$ cat src/hdl/cache_pkg.sv
package cache_pkg;

    // geometry
    localparam int NUM_SETS     = 256;
    localparam int NUM_BANKS    = 4;    // 32-bit words per line
    localparam int TAG_W        = 20;
    localparam int INDEX_W      = 8;
    localparam int OFFSET_W     = 4;
    localparam int BANK_W       = 2;    // upper offset bits
    localparam int REFILL_BEATS = 4;

    // replacement lfsr with polynomial x^8 + x^6 + x^5 + x^4 + 1
    localparam logic [7:0] LFSR_SEED = 8'h01;
    localparam logic [7:0] LFSR_TAPS = 8'b1011_1000;   // bits 7, 5, 4, 3

    typedef logic [31:0]          word_t;
    typedef logic [3:0]           strb_t;
    typedef logic [TAG_W-1:0]     tag_t;
    typedef logic [INDEX_W-1:0]   index_t;
    typedef logic [BANK_W-1:0]    bank_t;
    typedef logic [NUM_BANKS*32-1:0] line_t;   // bank 3 in the top word

    // tag ram entry with valid in the lsb
    typedef struct packed {
        tag_t tag;
        logic valid;
    } tagv_t;

    // one-hot main fsm
    typedef enum logic [4:0] {
        IDLE    = 5'b00001,
        LOOKUP  = 5'b00010,
        MISS    = 5'b00100,
        REPLACE = 5'b01000,
        REFILL  = 5'b10000
    } cache_state_t;

endpackage

$ cat src/hdl/way_if.sv
`timescale 1ns/10ps

// ports of one way between the controller and the way store
interface way_if
    import cache_pkg::*;
();

    index_t [NUM_BANKS-1:0] bank_index;   // each bank has its own index
    strb_t  [NUM_BANKS-1:0] bank_wen;
    word_t                  bank_wdata;   // shared by all banks
    word_t  [NUM_BANKS-1:0] bank_rdata;

    index_t tagv_index;
    logic   tagv_wen;
    tagv_t  tagv_wdata;
    tagv_t  tagv_rdata;

    index_t dirty_index;
    logic   dirty_wen;
    logic   dirty_set;
    logic   dirty;                        // combinational at dirty_index

    modport ctrl (
        output bank_index, bank_wen, bank_wdata,
        output tagv_index, tagv_wen, tagv_wdata,
        output dirty_index, dirty_wen, dirty_set,
        input  bank_rdata, tagv_rdata, dirty
    );

    modport store (
        input  bank_index, bank_wen, bank_wdata,
        input  tagv_index, tagv_wen, tagv_wdata,
        input  dirty_index, dirty_wen, dirty_set,
        output bank_rdata, tagv_rdata, dirty
    );

endinterface

$ cat src/hdl/cache_ctrl.sv
`timescale 1ns/10ps

module cache_ctrl
    import cache_pkg::*;
(
    input  logic                clk,
    input  logic                resetn,
    // cpu side
    input  logic                valid,
    input  logic                op,        // 1 = write
    input  index_t              index,
    input  tag_t                tag,
    input  logic [OFFSET_W-1:0] offset,
    input  strb_t               wstrb,
    input  word_t               wdata,
    output logic                addr_ok,
    output logic                data_ok,
    output word_t               rdata,
    // memory read and refill
    output logic                rd_req,
    output logic [31:0]         rd_addr,
    input  logic                rd_rdy,
    input  logic                ret_valid,
    input  logic                ret_last,
    input  word_t               ret_data,
    // memory write-back
    output logic                wr_req,
    output logic [31:0]         wr_addr,
    output line_t               wr_data,
    input  logic                wr_rdy,
    way_if.ctrl                 way0,
    way_if.ctrl                 way1
);

    cache_state_t state, state_nx;

    // request buffer
    logic   req_op;
    index_t req_index;
    tag_t   req_tag;
    bank_t  req_bank;
    strb_t  req_wstrb;
    word_t  req_wdata;

    // write buffer
    logic   wbuf_valid;
    logic   wbuf_way;
    index_t wbuf_index;
    bank_t  wbuf_bank;
    strb_t  wbuf_wstrb;
    word_t  wbuf_wdata;

    logic [$clog2(REFILL_BEATS)-1:0] refill_cnt;
    logic [7:0] lfsr;

    logic   hit0, hit1, cache_hit;
    word_t  hit_word;
    logic   victim_way;
    tagv_t  victim_tagv;
    logic   victim_wb;
    logic   refill_done;
    word_t  store_mask;
    word_t  refill_word;
    logic   wen_way;
    index_t bank_index [NUM_BANKS];
    strb_t  bank_wen [NUM_BANKS];

    assign addr_ok = state == IDLE
                     && !(wbuf_valid && offset[OFFSET_W-1 -: BANK_W] == wbuf_bank);

    always_ff @(posedge clk) begin
        if (!resetn)
            state <= IDLE;
        else
            state <= state_nx;
    end

    always_comb begin
        state_nx = state;
        case (state)
            IDLE:    if (valid && addr_ok) state_nx = LOOKUP;
            LOOKUP:  state_nx = cache_hit ? IDLE : MISS;
            MISS:    if (!victim_wb || wr_rdy) state_nx = REPLACE;
            REPLACE: if (rd_rdy) state_nx = REFILL;
            REFILL:  if (refill_done) state_nx = IDLE;
            default: state_nx = IDLE;
        endcase
    end

    always_ff @(posedge clk) begin
        if (state == IDLE && valid && addr_ok) begin
            req_op    <= op;
            req_index <= index;
            req_tag   <= tag;
            req_bank  <= offset[OFFSET_W-1 -: BANK_W];
            req_wstrb <= wstrb;
            req_wdata <= wdata;
        end
    end

    // rdata of the rams belongs to the lookup cycle
    assign hit0      = way0.tagv_rdata.valid && way0.tagv_rdata.tag == req_tag;
    assign hit1      = way1.tagv_rdata.valid && way1.tagv_rdata.tag == req_tag;
    assign cache_hit = hit0 || hit1;
    assign hit_word  = hit1 ? way1.bank_rdata[req_bank] : way0.bank_rdata[req_bank];

    assign data_ok = (state == LOOKUP && (cache_hit || req_op))
                     || (state == REFILL && ret_valid && !req_op && refill_cnt == req_bank);
    assign rdata   = (state == LOOKUP) ? hit_word : ret_data;

    // write hit waits here one cycle before going to the bank
    always_ff @(posedge clk) begin
        if (!resetn)
            wbuf_valid <= 1'b0;
        else
            wbuf_valid <= state == LOOKUP && req_op && cache_hit;
    end

    always_ff @(posedge clk) begin
        if (state == LOOKUP && req_op && cache_hit) begin
            wbuf_way   <= hit1;
            wbuf_index <= req_index;
            wbuf_bank  <= req_bank;
            wbuf_wstrb <= req_wstrb;
            wbuf_wdata <= req_wdata;
        end
    end

    // bank outputs stay on req_index from lookup onwards
    assign victim_way  = lfsr[0];
    assign victim_tagv = victim_way ? way1.tagv_rdata : way0.tagv_rdata;
    assign victim_wb   = victim_tagv.valid && (victim_way ? way1.dirty : way0.dirty);

    assign wr_req  = state == MISS && victim_wb;
    assign wr_addr = {victim_tagv.tag, req_index, {OFFSET_W{1'b0}}};
    assign wr_data = victim_way ? way1.bank_rdata : way0.bank_rdata;

    assign rd_req  = state == REPLACE;
    assign rd_addr = {req_tag, req_index, {OFFSET_W{1'b0}}};

    assign refill_done = state == REFILL && ret_valid && ret_last;

    always_ff @(posedge clk) begin
        if (!resetn)
            refill_cnt <= '0;
        else if (refill_done)
            refill_cnt <= '0;     // clear wins over the step
        else if (state == REFILL && ret_valid)
            refill_cnt <= refill_cnt + 1'b1;
    end

    always_ff @(posedge clk) begin
        if (!resetn)
            lfsr <= LFSR_SEED;
        else if (refill_done)
            lfsr <= {lfsr[6:0], ^(lfsr & LFSR_TAPS)};
    end

    // store merged into the refill beat of a write miss
    always_comb begin
        for (int i = 0; i < $bits(strb_t); i++)
            store_mask[8*i +: 8] = {8{req_wstrb[i]}};
    end

    assign refill_word = (req_op && refill_cnt == req_bank)
                         ? (req_wdata & store_mask) | (ret_data & ~store_mask)
                         : ret_data;

    always_comb begin
        for (int b = 0; b < NUM_BANKS; b++) begin
            if (wbuf_valid && wbuf_bank == b)
                bank_index[b] = wbuf_index;
            else
                bank_index[b] = (state == IDLE) ? index : req_index;
            if (wbuf_valid && wbuf_bank == b)
                bank_wen[b] = wbuf_wstrb;
            else if (state == REFILL && ret_valid && refill_cnt == b)
                bank_wen[b] = '1;
            else
                bank_wen[b] = '0;
        end
    end

    assign wen_way = wbuf_valid ? wbuf_way : victim_way;

    for (genvar b = 0; b < NUM_BANKS; b++) begin : g_bank
        assign way0.bank_index[b] = bank_index[b];
        assign way1.bank_index[b] = bank_index[b];
        assign way0.bank_wen[b]   = wen_way ? '0 : bank_wen[b];
        assign way1.bank_wen[b]   = wen_way ? bank_wen[b] : '0;
    end

    assign way0.bank_wdata  = wbuf_valid ? wbuf_wdata : refill_word;
    assign way1.bank_wdata  = wbuf_valid ? wbuf_wdata : refill_word;

    assign way0.tagv_index  = (state == IDLE) ? index : req_index;
    assign way1.tagv_index  = (state == IDLE) ? index : req_index;
    assign way0.tagv_wen    = refill_done && !victim_way;
    assign way1.tagv_wen    = refill_done && victim_way;
    assign way0.tagv_wdata  = '{tag: req_tag, valid: 1'b1};
    assign way1.tagv_wdata  = '{tag: req_tag, valid: 1'b1};

    // buffered write marks dirty and refill sets dirty from the op
    assign way0.dirty_index = wbuf_valid ? wbuf_index : req_index;
    assign way1.dirty_index = wbuf_valid ? wbuf_index : req_index;
    assign way0.dirty_wen   = (wbuf_valid && !wbuf_way) || (refill_done && !victim_way);
    assign way1.dirty_wen   = (wbuf_valid && wbuf_way) || (refill_done && victim_way);
    assign way0.dirty_set   = wbuf_valid || req_op;
    assign way1.dirty_set   = wbuf_valid || req_op;

endmodule

$ cat src/flat_wrapper.sv
// flat-port wrapper written by rule: the top's interface ports become plain ports
module cache_ctrl_flat import cache_pkg::*;
  (clk, resetn, valid, op, index, tag, offset, wstrb, wdata, addr_ok, data_ok, rdata, rd_req, rd_addr, rd_rdy, ret_valid, ret_last, ret_data, wr_req, wr_addr, wr_data, wr_rdy, way0_bank_index, way0_bank_wen, way0_bank_wdata, way0_tagv_index, way0_tagv_wen, way0_tagv_wdata, way0_dirty_index, way0_dirty_wen, way0_dirty_set, way0_bank_rdata, way0_tagv_rdata, way0_dirty, way1_bank_index, way1_bank_wen, way1_bank_wdata, way1_tagv_index, way1_tagv_wen, way1_tagv_wdata, way1_dirty_index, way1_dirty_wen, way1_dirty_set, way1_bank_rdata, way1_tagv_rdata, way1_dirty);
  way_if way0_i ();
  way_if way1_i ();
  input  logic clk;
  input  logic resetn;
  input  logic valid;
  input  logic op;
  input  index_t index;
  input  tag_t tag;
  input  logic [OFFSET_W-1:0] offset;
  input  strb_t wstrb;
  input  word_t wdata;
  output logic addr_ok;
  output logic data_ok;
  output word_t rdata;
  output logic rd_req;
  output logic [31:0] rd_addr;
  input  logic rd_rdy;
  input  logic ret_valid;
  input  logic ret_last;
  input  word_t ret_data;
  output logic wr_req;
  output logic [31:0] wr_addr;
  output line_t wr_data;
  input  logic wr_rdy;
  output wire logic [$bits(way0_i.bank_index)-1:0] way0_bank_index;
  output wire logic [$bits(way0_i.bank_wen)-1:0] way0_bank_wen;
  output wire logic [$bits(way0_i.bank_wdata)-1:0] way0_bank_wdata;
  output wire logic [$bits(way0_i.tagv_index)-1:0] way0_tagv_index;
  output wire logic [$bits(way0_i.tagv_wen)-1:0] way0_tagv_wen;
  output wire logic [$bits(way0_i.tagv_wdata)-1:0] way0_tagv_wdata;
  output wire logic [$bits(way0_i.dirty_index)-1:0] way0_dirty_index;
  output wire logic [$bits(way0_i.dirty_wen)-1:0] way0_dirty_wen;
  output wire logic [$bits(way0_i.dirty_set)-1:0] way0_dirty_set;
  input wire logic [$bits(way0_i.bank_rdata)-1:0] way0_bank_rdata;
  input wire logic [$bits(way0_i.tagv_rdata)-1:0] way0_tagv_rdata;
  input wire logic [$bits(way0_i.dirty)-1:0] way0_dirty;
  output wire logic [$bits(way1_i.bank_index)-1:0] way1_bank_index;
  output wire logic [$bits(way1_i.bank_wen)-1:0] way1_bank_wen;
  output wire logic [$bits(way1_i.bank_wdata)-1:0] way1_bank_wdata;
  output wire logic [$bits(way1_i.tagv_index)-1:0] way1_tagv_index;
  output wire logic [$bits(way1_i.tagv_wen)-1:0] way1_tagv_wen;
  output wire logic [$bits(way1_i.tagv_wdata)-1:0] way1_tagv_wdata;
  output wire logic [$bits(way1_i.dirty_index)-1:0] way1_dirty_index;
  output wire logic [$bits(way1_i.dirty_wen)-1:0] way1_dirty_wen;
  output wire logic [$bits(way1_i.dirty_set)-1:0] way1_dirty_set;
  input wire logic [$bits(way1_i.bank_rdata)-1:0] way1_bank_rdata;
  input wire logic [$bits(way1_i.tagv_rdata)-1:0] way1_tagv_rdata;
  input wire logic [$bits(way1_i.dirty)-1:0] way1_dirty;
  assign way0_bank_index = way0_i.bank_index;
  assign way0_bank_wen = way0_i.bank_wen;
  assign way0_bank_wdata = way0_i.bank_wdata;
  assign way0_tagv_index = way0_i.tagv_index;
  assign way0_tagv_wen = way0_i.tagv_wen;
  assign way0_tagv_wdata = way0_i.tagv_wdata;
  assign way0_dirty_index = way0_i.dirty_index;
  assign way0_dirty_wen = way0_i.dirty_wen;
  assign way0_dirty_set = way0_i.dirty_set;
  assign way0_i.bank_rdata = way0_bank_rdata;
  assign way0_i.tagv_rdata = way0_tagv_rdata;
  assign way0_i.dirty = way0_dirty;
  assign way1_bank_index = way1_i.bank_index;
  assign way1_bank_wen = way1_i.bank_wen;
  assign way1_bank_wdata = way1_i.bank_wdata;
  assign way1_tagv_index = way1_i.tagv_index;
  assign way1_tagv_wen = way1_i.tagv_wen;
  assign way1_tagv_wdata = way1_i.tagv_wdata;
  assign way1_dirty_index = way1_i.dirty_index;
  assign way1_dirty_wen = way1_i.dirty_wen;
  assign way1_dirty_set = way1_i.dirty_set;
  assign way1_i.bank_rdata = way1_bank_rdata;
  assign way1_i.tagv_rdata = way1_tagv_rdata;
  assign way1_i.dirty = way1_dirty;
  cache_ctrl u_core (.clk(clk), .resetn(resetn), .valid(valid), .op(op), .index(index), .tag(tag), .offset(offset), .wstrb(wstrb), .wdata(wdata), .addr_ok(addr_ok), .data_ok(data_ok), .rdata(rdata), .rd_req(rd_req), .rd_addr(rd_addr), .rd_rdy(rd_rdy), .ret_valid(ret_valid), .ret_last(ret_last), .ret_data(ret_data), .wr_req(wr_req), .wr_addr(wr_addr), .wr_data(wr_data), .wr_rdy(wr_rdy), .way0(way0_i), .way1(way1_i));
endmodule
$ cat config.mk
export PLATFORM = sky130hd
export DESIGN_NAME = cache_ctrl_flat
export DESIGN_NICKNAME = d
export VERILOG_FILES = /design/src/hdl/cache_pkg.sv /design/src/hdl/way_if.sv /design/src/hdl/cache_ctrl.sv /design/src/flat_wrapper.sv
export SDC_FILE = /design/constraint.sdc
export NUM_CORES = 1
export LEC_CHECK = 0
export BUFFER_PORTS_ARGS = -buffer_cell sky130_fd_sc_hd__buf_2
export CORE_AREA = 2 2 343 345
export CTS_BUF_LIST = sky130_fd_sc_hd__clkbuf_8
export DETAILED_ROUTE_END_ITERATION = 10
export DIE_AREA = 0 0 345 347
export PLACE_DENSITY_LB_ADDON = 0.1
export SYNTH_ARGS = -nofsm -noshare
export SYNTH_HDL_FRONTEND = slang
export SYNTH_SLANG_ARGS = --single-unit
export TNS_END_PERCENT = 20
$ cat constraint.sdc
create_clock -name clk -period 5.06 [get_ports clk]
set_clock_uncertainty 0.05 [all_clocks]
set_input_delay 0.506 -clock clk [delete_from_list [all_inputs] [get_ports clk]]
set_output_delay 0.506 -clock clk [all_outputs]
set_load 0.05 [all_outputs]
# After elaboration in Yosys (flattened, before gate mapping)
# Cells that the tools add are included.
[totals]
register_bits = 130
output_inout_bits = 468
wordCells = 127
[op_classes]
add_sub_neg = 1
magnitude_cmp = 1
eq_ne = 19
n_mux = 40
bitwise_logic = 5
reduce_logical = 46
[ops]
columns = ["cell", "n"]
rows = [
  ["2-to-1 mux 32 bit", 6],
  ["binary-select mux 32 bit (select 2 bit)", 2],
  ["2-to-1 mux 128 bit", 1],
  ["bitwise AND 32 bit", 2],
  ["2-to-1 mux 4 bit", 16],
  ["2-to-1 mux 8 bit", 6],
  ["equality test 20 bit", 2],
  ["NOT 32 bit", 1],
  ["OR 32 bit", 1],
  ["logical AND 1 bit", 29],
  ["one-hot mux 5 bit (5 select lines)", 1],
  ["2-to-1 mux 21 bit", 1],
  ["2-to-1 mux 5 bit", 4],
  ["equality test 2 bit (second input constant)", 4],
  ["XOR reduction 8 bit", 1],
  ["logical OR 1 bit", 7],
  ["!= test 2 x 1 -> 1 bit (second input constant)", 3],
  ["equality test 5 x 1 -> 1 bit (second input constant)", 1],
  ["equality test 5 x 2 -> 1 bit (second input constant)", 1],
  ["equality test 5 x 3 -> 1 bit (second input constant)", 1],
  ["equality test 5 x 4 -> 1 bit (second input constant)", 1],
  ["equality test 5 bit (second input constant)", 1],
  ["zero test 1 bit", 5],
  ["equality test 2 x 1 -> 1 bit (second input constant)", 2],
  ["10 further kinds", 13],
]

# Logic depth before layout (Yosys ltp)
# Gate-level depths: netlist (run 1).
[depth]
ltp_word = 7
depth_mapped = 8
mapped_depth_nobuf = 5

# Worst setup path before layout (run 1)
# Ideal clock, no wire load.
[synth_path]
kind = "register to register"
startpoint = "register u_core.req_tag[14]"
endpoint = "register u_core.wbuf_bank[0], enable pin"
setup_ns = 0.452
t_arrival_ns = 3.970
t_required_ns = 4.558
setup_slack_ns = 0.588
path_stages_with_launch = 6
period_less_slack_ns = 4.472
cell_sequence = "edfxtp_1 > xor2_1 > or4_1 > nor4_1 > a22oi_1 > nor2_1"
[synth_via]
elab_chain_cells = 4
elab_cells_between_ends = 6
[synth_rtl]
columns = ["item", "line", "text"]
rows = [
  ["start: declaration", "cache_ctrl.sv:40", "tag_t req_tag;"],
  ["start signal: assignment", "cache_ctrl.sv:94", "req_tag <= tag;"],
  ["equality test 20 bit, on equally long branches", "cache_ctrl.sv:102, cache_ctrl.sv:103", ""],
  ["logical AND 1 bit, on equally long branches", "cache_ctrl.sv:102, cache_ctrl.sv:103", ""],
  ["logical OR 1 bit (*)", "cache_ctrl.sv:104", "assign cache_hit = hit0 || hit1;"],
  ["logical AND 1 bit (*)", "cache_ctrl.sv:120", "if (state == LOOKUP && req_op && cache_hit) begin"],
  ["end signal: assignment", "cache_ctrl.sv:123", "wbuf_bank <= req_bank;"],
  ["end: declaration", "cache_ctrl.sv:49", "bank_t wbuf_bank;"],
]
# Every way passes the cells marked *; elsewhere a longest branch is shown, timed or not.
# A chain may end at the register's enable or synchronous reset.

# Final worst setup path (run 1)
[layout_path]
startpoint = "register u_core.req_tag[12]"
endpoint = "output rdata[13]"
[layout_via]
elab_chain_cells = 4
[layout_rtl]
columns = ["item", "line", "text"]
rows = [
  ["equality test 20 bit", "cache_ctrl.sv:103", "assign hit1 = way1.tagv_rdata.valid && way1.tagv_rdata.tag == req_tag;"],
  ["logical AND 1 bit", "cache_ctrl.sv:103", ""],
  ["2-to-1 mux 32 bit", "cache_ctrl.sv:105", "assign hit_word = hit1 ? way1.bank_rdata[req_bank] : way0.bank_rdata[req_bank];"],
  ["2-to-1 mux 32 bit", "cache_ctrl.sv:109", "assign rdata = (state == LOOKUP) ? hit_word : ret_data;"],
  ["end: declaration", "flat_wrapper.sv:17", "output word_t rdata;"],
]
# Every way passes these cells.

==> reports/summary.log, run 1 <==
INFO  outcome        status=finished clean
INFO  clocking       clk_root_buffer_cell=sky130_fd_sc_hd__clkbuf_8
INFO  power          ir_drop=0.323mV
INFO  drt            route.vias.total=12243
INFO  synthesis      yosys-top-cells-count=sky130_fd_sc_hd__mux2_2, sky130_fd_sc_hd__buf_4, sky130_fd_sc_hd__edfxtp_1
INFO  place          gp_congestion=0.932
INFO  final_layout   areaGrowthSynthToFinish=52.4%
INFO  clocking       clock_sinks=130
INFO  grt            pin_count_of_the_biggest_net_entering_global_routing=113
INFO  synthesis      syn_area_per_cell=10.6squm
INFO  place          port-buffer-count=863
INFO  timing         report.final.setup_viol=0
INFO  clocking       cts_tree=done
INFO  timing         finalHoldViolCount=0
INFO  die            die_ar=120000squm
INFO  synthesis      yosys_most_used_dff=sky130_fd_sc_hd__edfxtp_1
INFO  die            coreArea=116000squm
INFO  synthesis      syn_inst=1101
INFO  grt            antenna_found_initial=19
INFO  min_path       hold_path.class=input port to register
INFO  timing         max_frequency=0.222GHz
INFO  clocking       post_cts_repair_setup_buffers=0
INFO  timing         tightest_slew=1.07ns
INFO  critical_path  arrival=3.95ns
INFO  drt            drt-initial-drc-count=577
INFO  final_layout   final_layout_size_suffix_gt1_share=63.1%
INFO  synthesis      cell_accounting_for_the_most_synthesized_area=sky130_fd_sc_hd__edfxtp_1
INFO  power          power_density=440nW/um^2
INFO  drt            drc_errors=0
INFO  drt            firstDrtPassIters=4
INFO  die            core.rowCount=125
INFO  job            max_cap_viol_count=0
INFO  synthesis      synth.top_cells.by_area=sky130_fd_sc_hd__edfxtp_1, sky130_fd_sc_hd__mux2_2, sky130_fd_sc_hd__mux4_2, sky130_fd_sc_hd__buf_4, sky130_fd_sc_hd__mux2i_1
INFO  synthesis      synth.distinct_cells=51
INFO  synthesis      count_of_flip_flops_with_a_built_in_enable_after_synthesis=114
INFO  timing         slew_viol_final=0
INFO  drt            finalWirelength=80000um
INFO  grt            grt_pass1_wl=107000um
INFO  timing         period_minus_slack=4.51ns
INFO  critical_path  worst_setup_path_start_kind=register
INFO  timing         headroom_to_the_max_slew_limit=28.9%
INFO  drt            wl_per_cell=23.5um
INFO  final_layout   final_net_count=2263
INFO  place          detailedPlacementHpwl=67200um
INFO  die            chipWidth=345um
INFO  drt            post_route_antenna_net_violation_count=0
INFO  synthesis      sequential_to_total_area_share_from_yosys_stat=32.0%
INFO  timing         timing.setup.tns=0ns
INFO  grt            track_usage=12.8%
INFO  drt            vias_per_cell=3.60
INFO  synthesis      synth.most_common_cell=sky130_fd_sc_hd__mux2_2
INFO  critical_path  cp.required=4.50ns
INFO  clocking       cts_made_buffers=17
INFO  grt            grt_pass1_vias=12605
INFO  die            initial_core_util=10.1%
INFO  critical_path  critPathCaptureType=primary output
INFO  clocking       cts.path.max_buffers=2
INFO  synthesis      async_flop_share=0%
INFO  timing         grt_setup_unrepaired=false
INFO  power          leakagePower=7.79nW
INFO  timing         period_share=89.1%
INFO  critical_path  timing.setup.critical_path_class=register to primary output
INFO  synthesis      synth.cell_area=11700squm
INFO  synthesis      count_of_synthesis_stage_warnings_from_yosys=0
INFO  synthesis      synth_top_area_share=29.3%
INFO  critical_path  crit_path_max_fanout=21
INFO  final_layout   post-route-util=15.4%
INFO  die            ioPinCount=876
INFO  grt            grt.overflow.total=0
INFO  synthesis      ys_ff_latch=130
INFO  clocking       clkSlewWorstSetupHoldPaths=0.10ns
INFO  clocking       htree_num_levels=4
INFO  clocking       worst_skew_pair.late_latency=0.57ns
INFO  die            die-height=347um
-- state kept, by name, indices dropped and copies added, names as in the netlist, 4 cells and up --
register	cells
u_core.state	5
u_core.wbuf_index	8
u_core.req_wstrb	4
u_core.wbuf_wdata	32
u_core.req_tag	20
u_core.req_wdata	32
u_core.req_index	8
u_core.wbuf_wstrb	4
u_core.lfsr	8
-- per-stage QoR --
step	cells	hold WS [ns]	power [mW]	worst slack [ns]	instance area (sq um)
finish	3399	0.104	7.84	0.550	17800
global route	3398	0.0269	8.21	0.343	17800
CTS	3388	0.0110	8.02	0.426	17800
detailed placement	3296	0.381	6.88	1.05	16800
global placement	3296	0.378	6.91	1.03	16800
floorplan	1109	0.376	5.74	0.588	11700
-- metal layers --
metal  global-route usage (%)  vias to the layer above  wire length, um
met5                        0                        -               31
met4                     3.67                        4             1750
met3                     2.58                       66             3910
met2                     22.4                      556            40100
met1                     15.8                     6113            34200
li1                         -                     5504                -
-- cells by family (layout without fill, tap and decap cells) --
group,Yosys count,count (layout),synth area share [%]
AOI/OAI and AO/OA,156,156,9.72
xor gates and xnor gates,47,47,3.52
adders and majority gates,4,4,0.428
buffers and inverters,239,994,12.4
DFF,130,130,32.0
muxes,260,260,30.8
other,2,21,0.0642
and+or+nand+nor,263,263,11.1
-- where the power goes --
group / leakage, nW / switching, mW / internal [mW]
registers: 1.19 / 0.156 / 1.39
logic: 6.39 / 4.07 / 1.21
clock network: 0.218 / 0.522 / 0.491
-- layout make-up --
class,instances,area [sq um]
antenna,11,27.5
clock buffer,18,248
clock inverter,14,150
fill,13269,97900
inverter,16,60.1
multi-input combinational,740,6560
sequential,130,3750
tap,1524,1910
timing repair buffer,946,5120
-- worst max-delay path, stage by stage, from the launching register on --
cell and delay [ns]:
sky130_fd_sc_hd__edfxtp_1 0.55, sky130_fd_sc_hd__xor2_1 0.23, sky130_fd_sc_hd__or4b_4 0.55, sky130_fd_sc_hd__or4_2 1.09, sky130_fd_sc_hd__buf_4 0.38, sky130_fd_sc_hd__o211ai_2 0.17, sky130_fd_sc_hd__nand3_1 0.10, sky130_fd_sc_hd__buf_2 0.25
-- timing repair --
item / CTS / global route
hold buffers: 60 / 0
endpoints found under the hold margin: 60 / 0
gates resized for setup: 0 / 0
-- worst paths after layout --
path                            cells past startpoint  slack (ns)                             end                     startpoint
worst max register to register                      6        1.62   u_core.wbuf_bank[1]$_DFFE_PP_   u_core.req_tag[12]$_DFFE_PP_
worst min-delay path                                1        0.10   u_core.req_wdata[1]$_DFFE_PP_                       wdata[1]
worst max-delay path                                7        0.55                       rdata[13]   u_core.req_tag[12]$_DFFE_PP_
worst min register to register                      0        0.39  u_core.wbuf_wdata[1]$_DFFE_PP_  u_core.req_wdata[1]$_DFFE_PP_
-- layout by cell type, fill, tap and decap left out, types with 10 or more instances in the layout --
cell	netlist	layout
sky130_fd_sc_hd__mux4_2	64	64
sky130_fd_sc_hd__nand2_1	85	85
sky130_fd_sc_hd__nand3_1	47	46
sky130_fd_sc_hd__edfxtp_1	114	114
sky130_fd_sc_hd__inv_1	16	20
sky130_fd_sc_hd__o211ai_2	30	30
sky130_fd_sc_hd__diode_2	0	11
sky130_fd_sc_hd__nor2_1	47	46
sky130_fd_sc_hd__conb_1	2	10
sky130_fd_sc_hd__clkbuf_8	0	18
sky130_fd_sc_hd__xor2_1	10	10
sky130_fd_sc_hd__dfxtp_1	16	14
sky130_fd_sc_hd__dlygate4sd3_1	0	60
sky130_fd_sc_hd__buf_2	9	863
sky130_fd_sc_hd__o21ai_0	34	34
sky130_fd_sc_hd__mux2i_1	40	40
sky130_fd_sc_hd__buf_4	139	21
sky130_fd_sc_hd__o21a_1	32	32
sky130_fd_sc_hd__mux2_2	156	156
sky130_fd_sc_hd__xnor2_1	37	37
sky130_fd_sc_hd__nand4_1	45	45
sky130_fd_sc_hd__a21oi_1	41	41
Note: power is estimated with default switching activity, not from simulation.
==> inputs of run 2 (changes only) <==
clock period = 5.1 ns   (was 5.06 ns; I/O delays follow)
==> run 2 against run 1 <==
Effect of this change:
- die area did not move
- cell area down 0.15%
- clock power fell by 5%
- register-to-register slack lost 0.45 ns
==> reports/summary.log, run 2 (synthesized netlist as in run 1, its figures left out) <==
INFO  outcome        status=finished clean [unchanged]
INFO  clocking       cts_made_buffers=17 [unchanged]
INFO  die            ioPinCount=876 [unchanged]
INFO  grt            pin_count_of_the_biggest_net_entering_global_routing=114 [was 113]
INFO  timing         timing.setup.tns=0ns [unchanged]
INFO  critical_path  critical-path-max-stage-delay=1.12ns [was 1.09 ns]
INFO  clocking       clkSlewWorstSetupHoldPaths=0.11ns [was 0.10 ns]
INFO  final_layout   areaGrowthSynthToFinish=52.2% [was 52.4%]
INFO  critical_path  crit_path_max_fanout=22 [was 21]
INFO  timing         finalHoldViolCount=0 [unchanged]
INFO  final_layout   layout.filler_cells=13283 [was 13269]
INFO  final_layout   biggestRegsByFlops=u_core.req_wdata (32), u_core.wbuf_wdata (32), u_core.req_tag (20) [unchanged]
INFO  die            core.rowCount=125 [unchanged]
INFO  timing         grt_setup_unrepaired=false [unchanged]
INFO  clocking       clk_root_buffer_cell=sky130_fd_sc_hd__clkbuf_8 [unchanged]
INFO  power          ir_drop=0.292mV [was 0.323 mV]
INFO  drt            firstDrtPassIters=5 [was 4]
INFO  final_layout   post-route-util=15.4% [about the same]
INFO  grt            track_usage=12.8% [about the same]
INFO  place          port-buffer-count=863 [unchanged]
INFO  die            die_ar=120000squm [unchanged]
INFO  final_layout   final_layout_size_suffix_gt1_share=63.2% [was 63.1%]
INFO  critical_path  worst_setup_path_start_kind=register [unchanged]
INFO  power          power_density=434nW/um^2 [was 440 nW/um^2]
INFO  clocking       post_cts_resize_count=0 [unchanged]
INFO  clocking       clock_sinks=130 [unchanged]
INFO  final_layout   final_net_count=2263 [unchanged]
INFO  power          leakagePower=7.76nW [was 7.79 nW]
INFO  grt            antenna_found_initial=20 [was 19]
INFO  critical_path  cp.required=4.54ns [was 4.50 ns]
INFO  die            coreArea=116000squm [unchanged]
INFO  drt            finalWirelength=80100um [was 80000 um]
INFO  drt            vias_per_cell=3.59 [was 3.60]
INFO  min_path       hold_path.class=input port to register [unchanged]
INFO  drt            drt-initial-drc-count=631 [was 577]
INFO  timing         period_share=89.5%
INFO  clocking       htree_num_levels=4 [unchanged]
INFO  critical_path  arrival=4.01ns [was 3.95 ns]
INFO  drt            route.vias.total=12187 [was 12243]
INFO  drt            wl_per_cell=23.6um [was 23.5 um]
INFO  job            max_cap_viol_count=0 [unchanged]
INFO  timing         period_minus_slack=4.57ns
INFO  critical_path  critPathCaptureType=primary output [unchanged]
INFO  grt            grt.overflow.total=0 [unchanged]
INFO  die            chipWidth=345um [unchanged]
INFO  place          gp_congestion=0.887 [was 0.932]
INFO  clocking       cts.path.max_buffers=2 [unchanged]
INFO  critical_path  critPathSlowestCell=sky130_fd_sc_hd__or4_2 [unchanged]
INFO  final_layout   layout.cells.most_common_list=sky130_fd_sc_hd__buf_2, sky130_fd_sc_hd__mux2_2, sky130_fd_sc_hd__edfxtp_1 [unchanged]
INFO  timing         headroom_to_the_max_slew_limit=30.4% [was 28.9%]
INFO  timing         tightest_slew=1.04ns [was 1.07 ns]
INFO  final_layout   layout.cells.most_common=sky130_fd_sc_hd__buf_2 [unchanged]
INFO  timing         slew_viol_final=0 [unchanged]
INFO  drt            drc_errors=0 [unchanged]
INFO  clocking       worst_skew_pair.late_latency=0.57ns [about the same]
INFO  drt            post_route_antenna_net_violation_count=0 [unchanged]
INFO  timing         report.final.setup_viol=0 [unchanged]
INFO  critical_path  timing.setup.critical_path_class=register to primary output [unchanged]
INFO  die            initial_core_util=10.1% [unchanged]
INFO  timing         max_frequency=0.219GHz
INFO  grt            grt_pass1_wl=107000um [about the same]
INFO  critical_path  critical_path.cell_chain=xor2_1 > or4b_4 > or4_2 > buf_4 > o211ai_2 > nand3_1 > buf_2 [unchanged]
INFO  place          detailedPlacementHpwl=67300um [was 67200 um]
INFO  grt            grt_pass1_vias=12555 [was 12605]
INFO  die            die-height=347um [unchanged]
INFO  clocking       cts_tree=done [unchanged]
[run 2: changes by cell type in the layout (fill, tap and decap cells not counted), moves of 2 or more]
cell,change
sky130_fd_sc_hd__clkinvlp_4,+4
sky130_fd_sc_hd__diode_2,-4
sky130_fd_sc_hd__inv_6,+4
sky130_fd_sc_hd__clkinv_2,-3
sky130_fd_sc_hd__inv_1,-3
sky130_fd_sc_hd__bufinv_16,-2
[run 2: worst max-delay path: cells and delay by family (launching register included)]
family	cells	cell delay, ns
xor+xnor	1	0.24
simple gates	3	1.78
compound gates	1	0.17
buf+inv	2	0.62
flops	1	0.56
[run 2: worst paths after layout]
path,from,end,slack (ns),cells past startpoint
worst max-delay path,u_core.req_tag[12]$_DFFE_PP_,rdata[7],0.53,7
worst min-delay path,index[5],u_core.req_index[5]$_DFFE_PP_,0.12,1
worst max register to register,u_core.req_tag[12]$_DFFE_PP_,u_core.wbuf_wdata[8]$_DFFE_PP_,1.17,6
worst min register to register,u_core.req_wdata[26]$_DFFE_PP_,u_core.wbuf_wdata[26]$_DFFE_PP_,0.40,0
[run 2: metrics by stage]
step / instance area (sq um) / instances / hold slack (ns) / power, mW / setup slack, ns
after global routing: 17800 / 3391 / 0.0281 / 8.08 / 0.367
after detailed placement: 16800 / 3295 / 0.382 / 6.82 / 1.04
final: 17800 / 3395 / 0.117 / 7.72 / 0.534
after CTS: 17800 / 3388 / 0.00940 / 7.90 / 0.427
after global placement: 16800 / 3295 / 0.379 / 6.85 / 1.04
after floorplan: 11700 / 1109 / 0.376 / 5.70 / 0.628
[run 2: final cells by class]
cell class	instances	area, sq um	share of cell area, %
clock inverters	14	131	0.738
clock buffers	18	248	1.39
diodes	7	17.5	0.0985
repair buffers	946	5120	28.8
inverters	16	60.1	0.338
flip-flops and latches	130	3750	21.1
well taps	1524	1910	10.7
multi-input cells	740	6560	36.9
[run 2: timing repair]
item | in CTS | in global routing
hold buffers | 61 | 0
endpoints found under the hold margin | 61 | 0
buffers inserted | 0 | 0
endpoints found under the setup margin | 0 | 0
[run 2: power by group]
group / total, mW / switching, mW / internal (mW)
clock network: 0.962 / 0.558 / 0.404
logic: 5.22 / 4.02 / 1.20
registers: 1.54 / 0.161 / 1.38
[run 2: per-layer routing]
| layer | track usage, % | part of all wire (%) | up-vias |
|---|---|---|---|
| met4 | 3.25 | 1.7 | 4 |
| li1 | - | - | 5502 |
| met1 | 15.8 | 42 | 6026 |
| met3 | 2.89 | 5.8 | 62 |
| met2 | 22.5 | 51 | 593 |
| met5 | 0 | 0.039 | - |
